`config.mk`:
```
export PLATFORM = sky130hd
export DESIGN_NAME = pbch_ibar_detector
export DESIGN_NICKNAME = d
export VERILOG_FILES = /design/src/common/pbch_pkg.sv /design/src/gold_sequence/gold_lfsr.sv /design/src/gold_sequence/dmrs_generator.sv /design/src/source/dmrs_table.sv /design/src/source/pilot_tracker.sv /design/src/source/ibar_correlator.sv /design/src/source/pbch_ibar_detector.sv
export SDC_FILE = /design/constraint.sdc
export NUM_CORES = 2
export LEC_CHECK = 0
export ABC_AREA = 1
export ABC_CLOCK_PERIOD_IN_PS = 17210
export BUFFER_PORTS_ARGS = -buffer_cell sky130_fd_sc_hd__buf_2
export CAP_MARGIN = 30
export CORE_AREA = 4 4 367 333
export CTS_CLUSTER_SIZE = 12
export DETAILED_ROUTE_END_ITERATION = 6
export DIE_AREA = 0 0 371 337
export GPL_TIMING_DRIVEN = 1
export PLACE_DENSITY = 0.89
export SYNTH_ARGS = -nofsm -noshare
export SYNTH_HDL_FRONTEND = slang
export SYNTH_HIERARCHICAL = 1
export SYNTH_SLANG_ARGS = --single-unit
export TNS_END_PERCENT = 30
```
`constraint.sdc`:
```
create_clock -name clk_i -period 17.21 [get_ports clk_i]
set_input_delay 3.442 -clock clk_i [delete_from_list [all_inputs] [get_ports clk_i]]
set_output_delay 3.442 -clock clk_i [all_outputs]
set_load 0.005 [all_outputs]
```
`src/common/pbch_pkg.sv`:
```
`default_nettype none

package pbch_pkg;

    localparam int GOLD_LEN = 31;
    localparam int GOLD_SKIP = 1600;
    localparam int NUM_IBAR = 8;
    localparam int NUM_PILOTS = 64;
    localparam int SC_PER_SYM = 256;
    localparam int PILOT_SPACING = 4;
    localparam int CORR_W = 9;
    localparam int IQ_W = 16;

    typedef logic [9:0] cell_id_t;
    typedef logic [$clog2(NUM_IBAR)-1:0] ibar_t;
    // bit 1 carries the even Gold bit, bit 0 the odd one
    typedef logic [1:0] dmrs_sym_t;
    typedef logic [$clog2(NUM_PILOTS)-1:0] pilot_idx_t;
    typedef logic [$clog2(SC_PER_SYM)-1:0] sc_idx_t;
    typedef logic signed [CORR_W-1:0] corr_t;
    typedef logic [GOLD_LEN-1:0] gold_state_t;

    // x1 uses x^31 + x^3 + 1, x2 uses x^31 + x^3 + x^2 + x + 1
    localparam gold_state_t X1_TAPS = gold_state_t'(31'h0000_0009);
    localparam gold_state_t X2_TAPS = gold_state_t'(31'h0000_000F);

    typedef struct packed {
        logic signed [IQ_W-1:0] im;
        logic signed [IQ_W-1:0] re;
    } iq_sample_t;

    typedef struct packed {
        dmrs_sym_t [NUM_IBAR-1:0] sym;
    } dmrs_row_t;

    typedef struct packed {
        logic       en;
        pilot_idx_t addr;
        dmrs_row_t  row;
    } dmrs_wr_t;

    typedef struct packed {
        logic      valid;
        logic      re_neg;
        logic      im_neg;
        dmrs_row_t row;
    } pilot_t;

    typedef enum logic [2:0] {GEN_IDLE, GEN_LOAD, GEN_SKIP, GEN_STORE, GEN_DONE} gen_state_t;
    typedef enum logic {TRK_IDLE, TRK_SYMBOL} trk_state_t;
    typedef enum logic {COR_ACCUM, COR_DECIDE} cor_state_t;

endpackage

`default_nettype wire

```
`src/gold_sequence/gold_lfsr.sv`:
```
`timescale 1ns/1ps
`default_nettype none

module gold_lfsr
    import pbch_pkg::*;
#(
    parameter gold_state_t TAPS = X1_TAPS
) (
    input  wire logic        clk_i,
    input  wire logic        reset_ni,
    input  wire logic        load_i,
    input  wire gold_state_t seed_i,
    input  wire logic        step_i,
    output logic             bit_o
);

    // lfsr_q[i] holds x(n + i), so bit 0 is the oldest bit of the window
    gold_state_t lfsr_q;
    logic        feedback;

    assign feedback = ^(lfsr_q & TAPS);
    assign bit_o = lfsr_q[0];

    always_ff @(posedge clk_i) begin
        if (!reset_ni) begin
            lfsr_q <= '0;
        end else if (load_i) begin
            lfsr_q <= seed_i;
        end else if (step_i) begin
            lfsr_q <= {feedback, lfsr_q[GOLD_LEN-1:1]};
        end
    end

endmodule

`default_nettype wire

```
`src/gold_sequence/dmrs_generator.sv`:
```
`timescale 1ns/1ps
`default_nettype none

module dmrs_generator
    import pbch_pkg::*;
(
    input  wire logic     clk_i,
    input  wire logic     reset_ni,
    input  wire logic     n_id_valid_i,
    input  wire cell_id_t n_id_i,
    output dmrs_wr_t      wr_o,
    output logic          ready_o
);

    gen_state_t                     state;
    logic [$clog2(GOLD_SKIP)-1:0]   cnt;
    logic                           ready_q;
    cell_id_t                       n_id_q;
    logic                           lfsr_load;
    logic                           lfsr_step;
    logic                           x1_bit;
    logic [NUM_IBAR-1:0]            x2_bit;
    logic [NUM_IBAR-1:0]            gold_bit;
    logic [NUM_IBAR-1:0]            even_q;

    // c_init for the PBCH DMRS of SSB index ibar
    function automatic gold_state_t c_init_of(input cell_id_t n_id, input int ibar);
        int c;
        c = (ibar + 1) * (int'(n_id >> 2) + 1) * 2048 + (ibar + 1) * 64 + int'(n_id[1:0]);
        return gold_state_t'(c);
    endfunction

    assign lfsr_load = (state == GEN_LOAD);
    assign lfsr_step = (state == GEN_SKIP) || (state == GEN_STORE);
    assign gold_bit = x2_bit ^ {NUM_IBAR{x1_bit}};
    assign ready_o = ready_q;

    gold_lfsr #(
        .TAPS(X1_TAPS)
    ) x1_lfsr_inst (
        .clk_i(clk_i),
        .reset_ni(reset_ni),
        .load_i(lfsr_load),
        .seed_i(gold_state_t'(1)),
        .step_i(lfsr_step),
        .bit_o(x1_bit)
    );

    for (genvar g = 0; g < NUM_IBAR; g++) begin : gen_x2
        gold_lfsr #(
            .TAPS(X2_TAPS)
        ) x2_lfsr_inst (
            .clk_i(clk_i),
            .reset_ni(reset_ni),
            .load_i(lfsr_load),
            .seed_i(c_init_of(n_id_q, g)),
            .step_i(lfsr_step),
            .bit_o(x2_bit[g])
        );
    end

    always_ff @(posedge clk_i) begin
        if (n_id_valid_i) begin
            n_id_q <= n_id_i;
        end
        // the even bit waits here until its odd partner is out
        if (state == GEN_STORE && !cnt[0]) begin
            even_q <= gold_bit;
        end
    end

    // one row per candidate pair, written on the odd bit
    always_comb begin
        wr_o.en = (state == GEN_STORE) && cnt[0];
        wr_o.addr = pilot_idx_t'(cnt >> 1);
        for (int i = 0; i < NUM_IBAR; i++) begin
            wr_o.row.sym[i] = {even_q[i], gold_bit[i]};
        end
    end

    always_ff @(posedge clk_i) begin
        if (!reset_ni) begin
            state <= GEN_IDLE;
            cnt <= '0;
            ready_q <= 1'b0;
        end else if (n_id_valid_i) begin
            // a new cell id restarts the whole run
            state <= GEN_LOAD;
            cnt <= '0;
            ready_q <= 1'b0;
        end else begin
            case (state)
                GEN_LOAD: state <= GEN_SKIP;
                GEN_SKIP: begin
                    if (int'(cnt) == GOLD_SKIP - 1) begin
                        cnt <= '0;
                        state <= GEN_STORE;
                    end else begin
                        cnt <= cnt + 1'b1;
                    end
                end
                GEN_STORE: begin
                    if (int'(cnt) == 2 * NUM_PILOTS - 1) begin
                        cnt <= '0;
                        ready_q <= 1'b1;
                        state <= GEN_DONE;
                    end else begin
                        cnt <= cnt + 1'b1;
                    end
                end
                // idle and done wait for the next cell id
                default: state <= state;
            endcase
        end
    end

endmodule

`default_nettype wire

```
`src/source/dmrs_table.sv`:
```
`timescale 1ns/1ps
`default_nettype none

module dmrs_table
    import pbch_pkg::*;
(
    input  wire logic       clk_i,
    input  wire dmrs_wr_t   wr_i,
    input  wire pilot_idx_t rd_addr_i,
    output dmrs_row_t       rd_row_o
);

    // row m holds pilot m of the first PBCH symbol for all eight SSB indices
    dmrs_row_t mem [NUM_PILOTS];

    always_ff @(posedge clk_i) begin
        if (wr_i.en) begin
            mem[wr_i.addr] <= wr_i.row;
        end
    end

    always_ff @(posedge clk_i) begin
        rd_row_o <= mem[rd_addr_i];
    end

endmodule

`default_nettype wire

```
`src/source/pilot_tracker.sv`:
```
`timescale 1ns/1ps
`default_nettype none

module pilot_tracker
    import pbch_pkg::*;
(
    input  wire logic       clk_i,
    input  wire logic       reset_ni,
    input  wire logic       start_i,
    input  wire logic       ready_i,
    input  wire iq_sample_t sample_i,
    input  wire logic       sample_valid_i,
    input  wire logic [1:0] nu_i,
    output pilot_idx_t      rd_addr_o,
    input  wire dmrs_row_t  rd_row_i,
    output pilot_t          pilot_o,
    output logic            sym_done_o
);

    trk_state_t state;
    sc_idx_t    sc_cnt;
    pilot_idx_t pilot_cnt;
    logic       starting;
    logic       take;
    logic       is_pilot;
    logic       last;
    logic       pilot_valid_q;
    logic       re_neg_q;
    logic       im_neg_q;
    logic       sym_done_q;

    // a start pulse counts only when the table is complete and no symbol is running
    always_comb begin
        starting = (state == TRK_IDLE) && start_i && ready_i;
        take = (starting || state == TRK_SYMBOL) && sample_valid_i;
        is_pilot = take && (sc_cnt[$clog2(PILOT_SPACING)-1:0] == nu_i);
        last = take && (state == TRK_SYMBOL) && (sc_cnt == sc_idx_t'(SC_PER_SYM - 1));
    end

    assign rd_addr_o = pilot_cnt;
    assign sym_done_o = sym_done_q;

    // the signs are delayed one cycle to meet the registered table read
    always_ff @(posedge clk_i) begin
        re_neg_q <= sample_i.re[IQ_W-1];
        im_neg_q <= sample_i.im[IQ_W-1];
    end

    always_comb begin
        pilot_o.valid = pilot_valid_q;
        pilot_o.re_neg = re_neg_q;
        pilot_o.im_neg = im_neg_q;
        pilot_o.row = rd_row_i;
    end

    always_ff @(posedge clk_i) begin
        if (!reset_ni) begin
            state <= TRK_IDLE;
            sc_cnt <= '0;
            pilot_cnt <= '0;
            pilot_valid_q <= 1'b0;
            sym_done_q <= 1'b0;
        end else begin
            pilot_valid_q <= is_pilot;
            sym_done_q <= last;
            if (take) begin
                sc_cnt <= sc_cnt + 1'b1;
            end
            if (is_pilot) begin
                pilot_cnt <= pilot_cnt + 1'b1;
            end
            case (state)
                TRK_IDLE: begin
                    if (starting) begin
                        state <= TRK_SYMBOL;
                    end
                end
                TRK_SYMBOL: begin
                    if (last) begin
                        state <= TRK_IDLE;
                        sc_cnt <= '0;
                        pilot_cnt <= '0;
                    end
                end
                default: state <= TRK_IDLE;
            endcase
        end
    end

endmodule

`default_nettype wire

```
`src/source/ibar_correlator.sv`:
```
`timescale 1ns/1ps
`default_nettype none

module ibar_correlator
    import pbch_pkg::*;
(
    input  wire logic   clk_i,
    input  wire logic   reset_ni,
    input  wire pilot_t pilot_i,
    input  wire logic   sym_done_i,
    output ibar_t       ibar_ssb_o,
    output logic        ibar_valid_o
);

    cor_state_t state;
    corr_t      acc [NUM_IBAR];
    corr_t      acc_rot [NUM_IBAR];
    dmrs_sym_t  demod;
    dmrs_sym_t  demod_rot;
    ibar_t      best_idx;
    corr_t      best_mag;

    // +1 for each matching bit, -1 for each differing bit
    function automatic corr_t score(input dmrs_sym_t rx, input dmrs_sym_t ref_sym);
        corr_t s;
        s = '0;
        for (int b = 0; b < 2; b++) begin
            if (rx[b] == ref_sym[b]) begin
                s = s + corr_t'(1);
            end else begin
                s = s - corr_t'(1);
            end
        end
        return s;
    endfunction

    function automatic corr_t magnitude(input corr_t v);
        return v[CORR_W-1] ? -v : v;
    endfunction

    function automatic corr_t larger(input corr_t a, input corr_t b);
        return (a > b) ? a : b;
    endfunction

    // hard QPSK decision, plain and turned by 90 degrees
    assign demod = {pilot_i.re_neg, pilot_i.im_neg};
    assign demod_rot = {~pilot_i.im_neg, pilot_i.re_neg};

    // first index with a strictly larger peak wins, so ties keep the lower index
    always_comb begin
        corr_t cand;
        best_idx = '0;
        best_mag = larger(magnitude(acc[0]), magnitude(acc_rot[0]));
        for (int i = 1; i < NUM_IBAR; i++) begin
            cand = larger(magnitude(acc[i]), magnitude(acc_rot[i]));
            if (cand > best_mag) begin
                best_mag = cand;
                best_idx = ibar_t'(i);
            end
        end
    end

    always_ff @(posedge clk_i) begin
        if (!reset_ni) begin
            state <= COR_ACCUM;
            ibar_ssb_o <= '0;
            ibar_valid_o <= 1'b0;
            for (int i = 0; i < NUM_IBAR; i++) begin
                acc[i] <= '0;
                acc_rot[i] <= '0;
            end
        end else begin
            ibar_valid_o <= 1'b0;
            for (int i = 0; i < NUM_IBAR; i++) begin
                // a pilot of the next symbol may already arrive while deciding
                if (state == COR_DECIDE) begin
                    acc[i] <= pilot_i.valid ? score(demod, pilot_i.row.sym[i]) : '0;
                    acc_rot[i] <= pilot_i.valid ? score(demod_rot, pilot_i.row.sym[i]) : '0;
                end else if (pilot_i.valid) begin
                    acc[i] <= acc[i] + score(demod, pilot_i.row.sym[i]);
                    acc_rot[i] <= acc_rot[i] + score(demod_rot, pilot_i.row.sym[i]);
                end
            end
            case (state)
                COR_ACCUM: begin
                    if (sym_done_i) begin
                        state <= COR_DECIDE;
                    end
                end
                COR_DECIDE: begin
                    ibar_ssb_o <= best_idx;
                    ibar_valid_o <= 1'b1;
                    state <= COR_ACCUM;
                end
                default: state <= COR_ACCUM;
            endcase
        end
    end

endmodule

`default_nettype wire

```
`src/source/pbch_ibar_detector.sv`:
```
`timescale 1ns/1ps
`default_nettype none

module pbch_ibar_detector
    import pbch_pkg::*;
(
    input  wire logic       clk_i,
    input  wire logic       reset_ni,
    input  wire iq_sample_t sample_i,
    input  wire logic       sample_valid_i,
    input  wire cell_id_t   n_id_i,
    input  wire logic       n_id_valid_i,
    input  wire logic       pbch_start_i,
    output logic            dmrs_ready_o,
    output ibar_t           ibar_ssb_o,
    output logic            ibar_valid_o
);

    logic [1:0] nu_q;
    dmrs_wr_t   dmrs_wr;
    pilot_idx_t rd_addr;
    dmrs_row_t  rd_row;
    pilot_t     pilot;
    logic       sym_done;

    // nu is the pilot offset within each group of four subcarriers
    always_ff @(posedge clk_i) begin
        if (!reset_ni) begin
            nu_q <= '0;
        end else if (n_id_valid_i) begin
            nu_q <= n_id_i[1:0];
        end
    end

    dmrs_generator dmrs_generator_inst (
        .clk_i(clk_i),
        .reset_ni(reset_ni),
        .n_id_valid_i(n_id_valid_i),
        .n_id_i(n_id_i),
        .wr_o(dmrs_wr),
        .ready_o(dmrs_ready_o)
    );

    dmrs_table dmrs_table_inst (
        .clk_i(clk_i),
        .wr_i(dmrs_wr),
        .rd_addr_i(rd_addr),
        .rd_row_o(rd_row)
    );

    pilot_tracker pilot_tracker_inst (
        .clk_i(clk_i),
        .reset_ni(reset_ni),
        .start_i(pbch_start_i),
        .ready_i(dmrs_ready_o),
        .sample_i(sample_i),
        .sample_valid_i(sample_valid_i),
        .nu_i(nu_q),
        .rd_addr_o(rd_addr),
        .rd_row_i(rd_row),
        .pilot_o(pilot),
        .sym_done_o(sym_done)
    );

    ibar_correlator ibar_correlator_inst (
        .clk_i(clk_i),
        .reset_ni(reset_ni),
        .pilot_i(pilot),
        .sym_done_i(sym_done),
        .ibar_ssb_o(ibar_ssb_o),
        .ibar_valid_o(ibar_valid_o)
    );

endmodule

`default_nettype wire

```
; Word-level counts from Yosys, hierarchy flattened
; Memory sizes are Yosys's and may differ from the RTL's. A register that Yosys moved wholly into a read port is not among the register bits.
; Index checks and enable logic that the tools add are counted.
[totals]
reg_bits = 338
ramBits = 1168
input_bits = 47
output_inout_bits = 5
wordCells = 613
n_memories = 3
[op_classes]
addsub = 116
n_mul = 4
n_lt_le_gt_ge = 15
n_eq_ne = 43
mux = 339
bitwise_logic = 37
reduce_logical = 29
[mem_list]
columns = name, words, word_bits, read_ports, rd_clocked_by_memory_dff, wr, line_no
row1 = dmrs_table_inst.mem, 64, 16, 1, 1, 1, dmrs_table.sv:14  ; dmrs_row_t mem [NUM_PILOTS];
row2 = ibar_correlator_inst.acc, 8, 9, 8, 0, 8, ibar_correlator.sv:16  ; corr_t acc [NUM_IBAR];
row3 = ibar_correlator_inst.acc_rot, 8, 9, 8, 0, 8, ibar_correlator.sv:17  ; corr_t acc_rot [NUM_IBAR];
[ops]
columns = op, count
row1 = two-way mux 9 bit, 286
row2 = two-way mux 31 bit, 16
row3 = adder 9 x 2 -> 9 bit (second input constant), 32
row4 = subtractor 9 x 2 -> 9 bit (second input constant), 32
row5 = parity 31 bit, 9
row6 = adder 31 x 3 -> 31 bit, 8
row7 = adder 9 bit, 16
row8 = negator 9 bit, 16
row9 = greater-than comparator 9 bit, 15
row10 = adder 31 x 10 -> 31 bit (second input constant), 4
row11 = multiplier 4 x 32 -> 20 bit (first input constant), 2
row12 = adder 31 x 9 -> 31 bit (second input constant), 2
row13 = == test 1 bit, 32
row14 = multiplier 3 x 32 -> 19 bit (first input constant), 1
row15 = multiplier 3 x 32 -> 20 bit (first input constant), 1
row16 = OR 1 bit, 32
row17 = adder 31 x 11 -> 31 bit (second input constant), 1
row18 = adder 31 x 8 -> 31 bit (second input constant), 1
row19 = two-way mux 3 bit, 8
row20 = two-way mux 8 bit, 3
row21 = two-way mux 11 bit, 2
row22 = one-hot mux 11 bit (2 select lines), 1
row23 = two-way mux 6 bit, 3
row24 = two-way mux 1 bit, 17
row25 = other kinds (25), 43

; Depth between registers and ports, before layout
; An unclocked memory read counts as a cell.
[logic_depth]
ltp_word = 19
mapped_depth = 115

; By module
; The synthesis kept the hierarchy.
[modules_own_cells]
columns = mod, n_inst, cells_per_inst, area_each_um2
row1 = dmrs_table, 1, 3533, 42129.2
row2 = ibar_correlator, 1, 2389, 17111.4
row3 = gold_lfsr at dmrs_generator_inst.gen_x2[0].x2_lfsr_inst ..., 8, 179, 1328.8
row4 = dmrs_generator, 1, 376, 2877.8
row5 = gold_lfsr at dmrs_generator_inst.x1_lfsr_inst, 1, 212, 1391.3
row6 = pilot_tracker, 1, 150, 1067.3
row7 = pbch_ibar_detector, 1, 12, 77.6

; Least setup slack after synthesis
; OpenSTA, ideal clock, no wires.
[synth_path]
path_kind = reg-to-reg
from = memory ibar_correlator_inst/acc_rot[0][2] in the netlist's numbering
to = register ibar_correlator_inst.ibar_ssb_o[1]
setup_ns = 0.119
arrival_ns = 14.157
setup_slack_ns = 2.935
stages_incl_launch_ff = 101
n_path_buf = 5
synth_period_minus_slack_ns = 14.275
cell_sequence = edfxtp_1 inv_2 ha_1 inv_1 nand2_1 xor2_1 inv_1 ha_1 and3_1 a211oi_1 nand2_1 nand3_1 nand2_1 nand2_2 nand2_4 nand2_2 clkbuf_1 nand2_1 [... 65 more ...] o21ai_0 inv_1 a21oi_1 inv_1 clkbuf_1 or2_2 nand2_1 ha_1 nand2_1 inv_1 nand3_1 nor3_1 nor4_1 nand2_1 o21ai_0 nand2_1 o21ai_0 nand2_1
[synth_lines]
columns = item, line_no
row1 = from (decl), ibar_correlator.sv:17
row2 = to (signal assigned), ibar_correlator.sv:91  ; ibar_ssb_o <= best_idx;
row3 = to (decl), ibar_correlator.sv:11  ; output ibar_t ibar_ssb_o,

==> flow_metrics.py <==
metrics = {
    "cells_and_area": {
        "fillers": 8107,
        "fin_nets": 8536,
        "multi_input_area_mm2": 0.0298,
        "final_cells": 9859,
        "area_growth_pct": 8.47,
        "drive_gt1_share_pct": 6.83,
        "post-route-util_pct": 69.0,
        "seq_area_mm2": 0.0419,
    },
    "floorplan": {
        "fp.dieH_um": 337,
        "dieArea_mm2": 0.125,
        "io_pins": 52,
        "die_w_um": 371,
        "rows": 120,
        "start_util_pct": 63.6,
        "core_mm2": 0.118,
    },
    "sta": {
        "fmax_mhz": 64.9,
        "slew_violations": 0,
        "tns_ps": 0,
        "setup_viol": 0,
        "fin_crit_ps": 15410,
        "max-slew-margin-rel_pct": 28.5,
        "hold_viol_final": 0,
        "whs_ps": 448,
        "finClkSkew_ps": 44.4,
        "finalCritPeriodShare_pct": 89.6,
        "tightest_slew_ps": 1070,
    },
    "logic_synthesis": {
        "synth_flop_cell": "edfxtp_1",
        "synthSimpleGateAreaFrac_pct": 23.8,
        "netlist_area_mm2": 0.0753,
        "ys.warnings.count": 6,
        "ys_top_cells_by_count": "2,548 x nand2_1, 1,170 x edfxtp_1, 1,032 x nand3_1",
        "synth_xor_area_share_pct": 2.09,
        "synth_seq_cells": 1506,
        "yosys.area.top_type": "edfxtp_1",
        "synth_top_area_share_pct": 46.7,
        "syn_avg_cell_area_um2": 9.29,
        "synthMuxAreaShare_pct": 0,
        "synth_edf_count": 1170,
        "async_reset_ff_share_pct": 0,
        "yosys.area_share.adder_pct": 5.38,
        "seq_area_frac_synth_pct": 55.6,
        "synth_compound_area_share_pct": 7.12,
        "synth_most_common_cell": "nand2_1",
        "synth_cells": 8104,
        "yosysUniqueCellTypes": 61,
        "synth_top_family_by_area": "simple AND/OR/NAND/NOR gates",
        "ys_top_cells_by_area": "edfxtp_1 47%, nand2_1 13%, dfxtp_1 8.9%",
    },
    "global_route": {
        "grt_pass1_vias": 58000,
        "busiest_layer": "met2",
        "track_usage_pct": 29.9,
        "grt_overflow": 0,
        "grt_pass1_wl_mm": 298,
        "met2_usage_pct": 48.8,
        "grtUsageMet1_pct": 37.9,
        "use_met3_pct": 6.69,
        "antenna_found_initial": 6,
        "grt_max_degree": 240,
    },
    "clock_network": {
        "root_buffer": "clkbuf_16",
        "cts_tree": "yes",
        "clockBufferDepth": 3,
        "cts_made_buffers": 153,
        "cts_max_level": 4,
        "path_clk_slew_ps": 60,
        "clkLatencyLatePin_ps": 810,
        "cts_sinks": 1506,
    },
    "worst_hold_path": {
        "hp-class": "reg2reg",
    },
    "power_and_ir_drop": {
        "p_leak_uw": 0.0325,
        "max-vdd-ir-drop_mv": 0.396,
        "power.density_mw_per_mm2": 129,
    },
    "run_status": {
        "violations": "design-rule violations",
        "status": "finished with violations",
    },
    "detailed_routing": {
        "detail_route.wl_per_cell_um": 19.3,
        "drc_errors": 12,
        "ant_nets": 0,
        "first_iter_violations": 7944,
        "via_per_inst": 6.03,
        "drtPass1Iterations": 7,
        "wirelength_mm": 190,
        "vias": 59400,
    },
    "setup_path": {
        "worstSetupStartpointType": "flip-flop",
        "crit_type": "reg2reg",
        "worstPathRequired_ps": 17850,
        "slowest_delay_ps": 460,
        "crit_slowest_cell": "edfxtp_1",
        "worstPathArrival_ps": 16050,
        "crit_fanout": 19,
        "endpoint_kind": "flip-flop",
    },
    "placed_design": {
        "port_buffers": 21,
        "place.gp.congestion": 0.892,
        "dp_hpwl_mm": 110,
        "dp_cells": 9599,
    },
    "run": {
        "cap_viol_max_count": 0,
    },
}
layer usage:
| layer | up-vias | wire length [um] | part of all wire, % |
|---|---|---|---|
| met5 | - | 60 | 0.032 |
| met2 | 3594 | 89400 | 47 |
| met1 | 27700 | 69700 | 37 |
| met3 | 703 | 22400 | 12 |
| met4 | 8 | 8670 | 4.6 |
| li1 | 27400 | - | - |
flip-flops by register name (all words and copies together), names as in the netlist, 2 cells and up:
name                                            cells
dmrs_generator_inst/gen_x2.x2_lfsr_inst/lfsr_q    248
dmrs_generator_inst/even_q                          8
ibar_correlator_inst/acc_rot                       64
dmrs_generator_inst/cnt                            11
ibar_correlator_inst/ibar_ssb_o                     3
ibar_correlator_inst/acc                           64
dmrs_generator_inst/x1_lfsr_inst/lfsr_q            31
pilot_tracker_inst/sc_cnt                           8
dmrs_table_inst/mem                              1024
dmrs_generator_inst/n_id_q                         10
dmrs_table_inst/rd_row_o                           16
nu_q                                                2
pilot_tracker_inst/rd_addr_o                        6
dmrs_generator_inst/state                           3
stage by stage:
step	setup slack, ps	total power (uW)	area [um2]
floorplan	2930	6660	76000
global placement	1360	7280	76800
detailed placement	1010	7320	76900
CTS	909	10400	81500
global route	-24.6	11300	81700
finish	1800	10600	81700
report_power, final:
group / leakage (uW) / internal, uW / total (uW) / switching [uW]
combinational: 0.0167 / 1350 / 3390 / 2040
sequential: 0.0135 / 3990 / 4040 / 53.5
clock: 0.00223 / 1730 / 3130 / 1400
total: 0.0325 / 7070 / 10600 / 3490
logic make-up (layout without fill, tap and decap cells):
logic type / count (synthesis) / in the layout
buf+inv: 978 / 967
simple gates: 4193 / 4193
compound gates: 935 / 935
flops: 1506 / 1506
fa+ha+maj: 312 / 312
xor+xnor: 178 / 178
other cells: 2 / 182
cell type report:
class | count | area share [%]
Antenna cell | 1 | 0.00306
Clock buffer | 222 | 5.19
Multi-Input combinational cell | 5799 | 36.5
Sequential cell | 1506 | 51.3
Timing Repair Buffer | 150 | 1.48
Inverter | 567 | 2.65
Clock inverter | 28 | 0.467
Tap cell | 1586 | 2.43
worst max-delay path, delay by kind of cell, from the launching register on:
kind                       cells  cell delay, ps
AOI/OAI and AO/OA             28            5310
xor gates and xnor gates       1             220
adders and majority gates      9            2490
buffers and inverters         16            2150
DFF                            1             460
and+or+nand+nor               34            4640
final timing paths:
check                                                                       from                                         endpoint  slack (ps)  cells after the start
worst max-delay path            ibar_correlator_inst/acc_rot[0][2]$_SDFFCE_PN0P_  ibar_correlator_inst/ibar_ssb_o[1]$_SDFFE_PN0P_        1800                     88
worst min-delay path             ibar_correlator_inst/ibar_ssb_o[1]$_SDFFE_PN0P_  ibar_correlator_inst/ibar_ssb_o[1]$_SDFFE_PN0P_         450                      2
worst max register to register  ibar_correlator_inst/acc_rot[0][2]$_SDFFCE_PN0P_  ibar_correlator_inst/ibar_ssb_o[1]$_SDFFE_PN0P_        1800                     88
worst min register to register   ibar_correlator_inst/ibar_ssb_o[1]$_SDFFE_PN0P_  ibar_correlator_inst/ibar_ssb_o[1]$_SDFFE_PN0P_         450                      2
cell usage in the layout, fill, tap and decap left out, types with 8 or more instances in the layout:
| master | n |
|---|---|
| a211oi_1 | 8 |
| a21o_1 | 9 |
| a21oi_1 | 432 |
| a22oi_1 | 140 |
| a31o_2 | 9 |
| a31oi_1 | 88 |
| and2_1 | 28 |
| buf_2 | 21 |
| buf_4 | 118 |
| clkbuf_1 | 55 |
| clkbuf_16 | 155 |
| clkbuf_8 | 11 |
| clkinv_1 | 9 |
| conb_1 | 181 |
| dfxtp_1 | 331 |
| edfxtp_1 | 1170 |
| fa_1 | 20 |
| ha_1 | 292 |
| inv_1 | 520 |
| inv_2 | 36 |
| nand2_1 | 2547 |
| nand2_2 | 26 |
| nand3_1 | 1032 |
| nand3_2 | 25 |
| nand4_1 | 31 |
| nor2_1 | 354 |
| nor2_2 | 12 |
| nor2_4 | 21 |
| nor3_1 | 40 |
| nor4_1 | 10 |
| o21ai_0 | 194 |
| o21ai_1 | 9 |
| o21ai_2 | 11 |
| o31ai_1 | 16 |
| or2_2 | 39 |
| xnor2_1 | 56 |
| xor2_1 | 112 |
| xor2_4 | 8 |
repair_timing:
action	4_1_cts	5_1_grt
endpoints found under the setup margin	0	3
hold buffers	0	0
gates resized for setup	0	21
buffers inserted	0	6
Note: power is estimated with default switching activity, not from simulation.
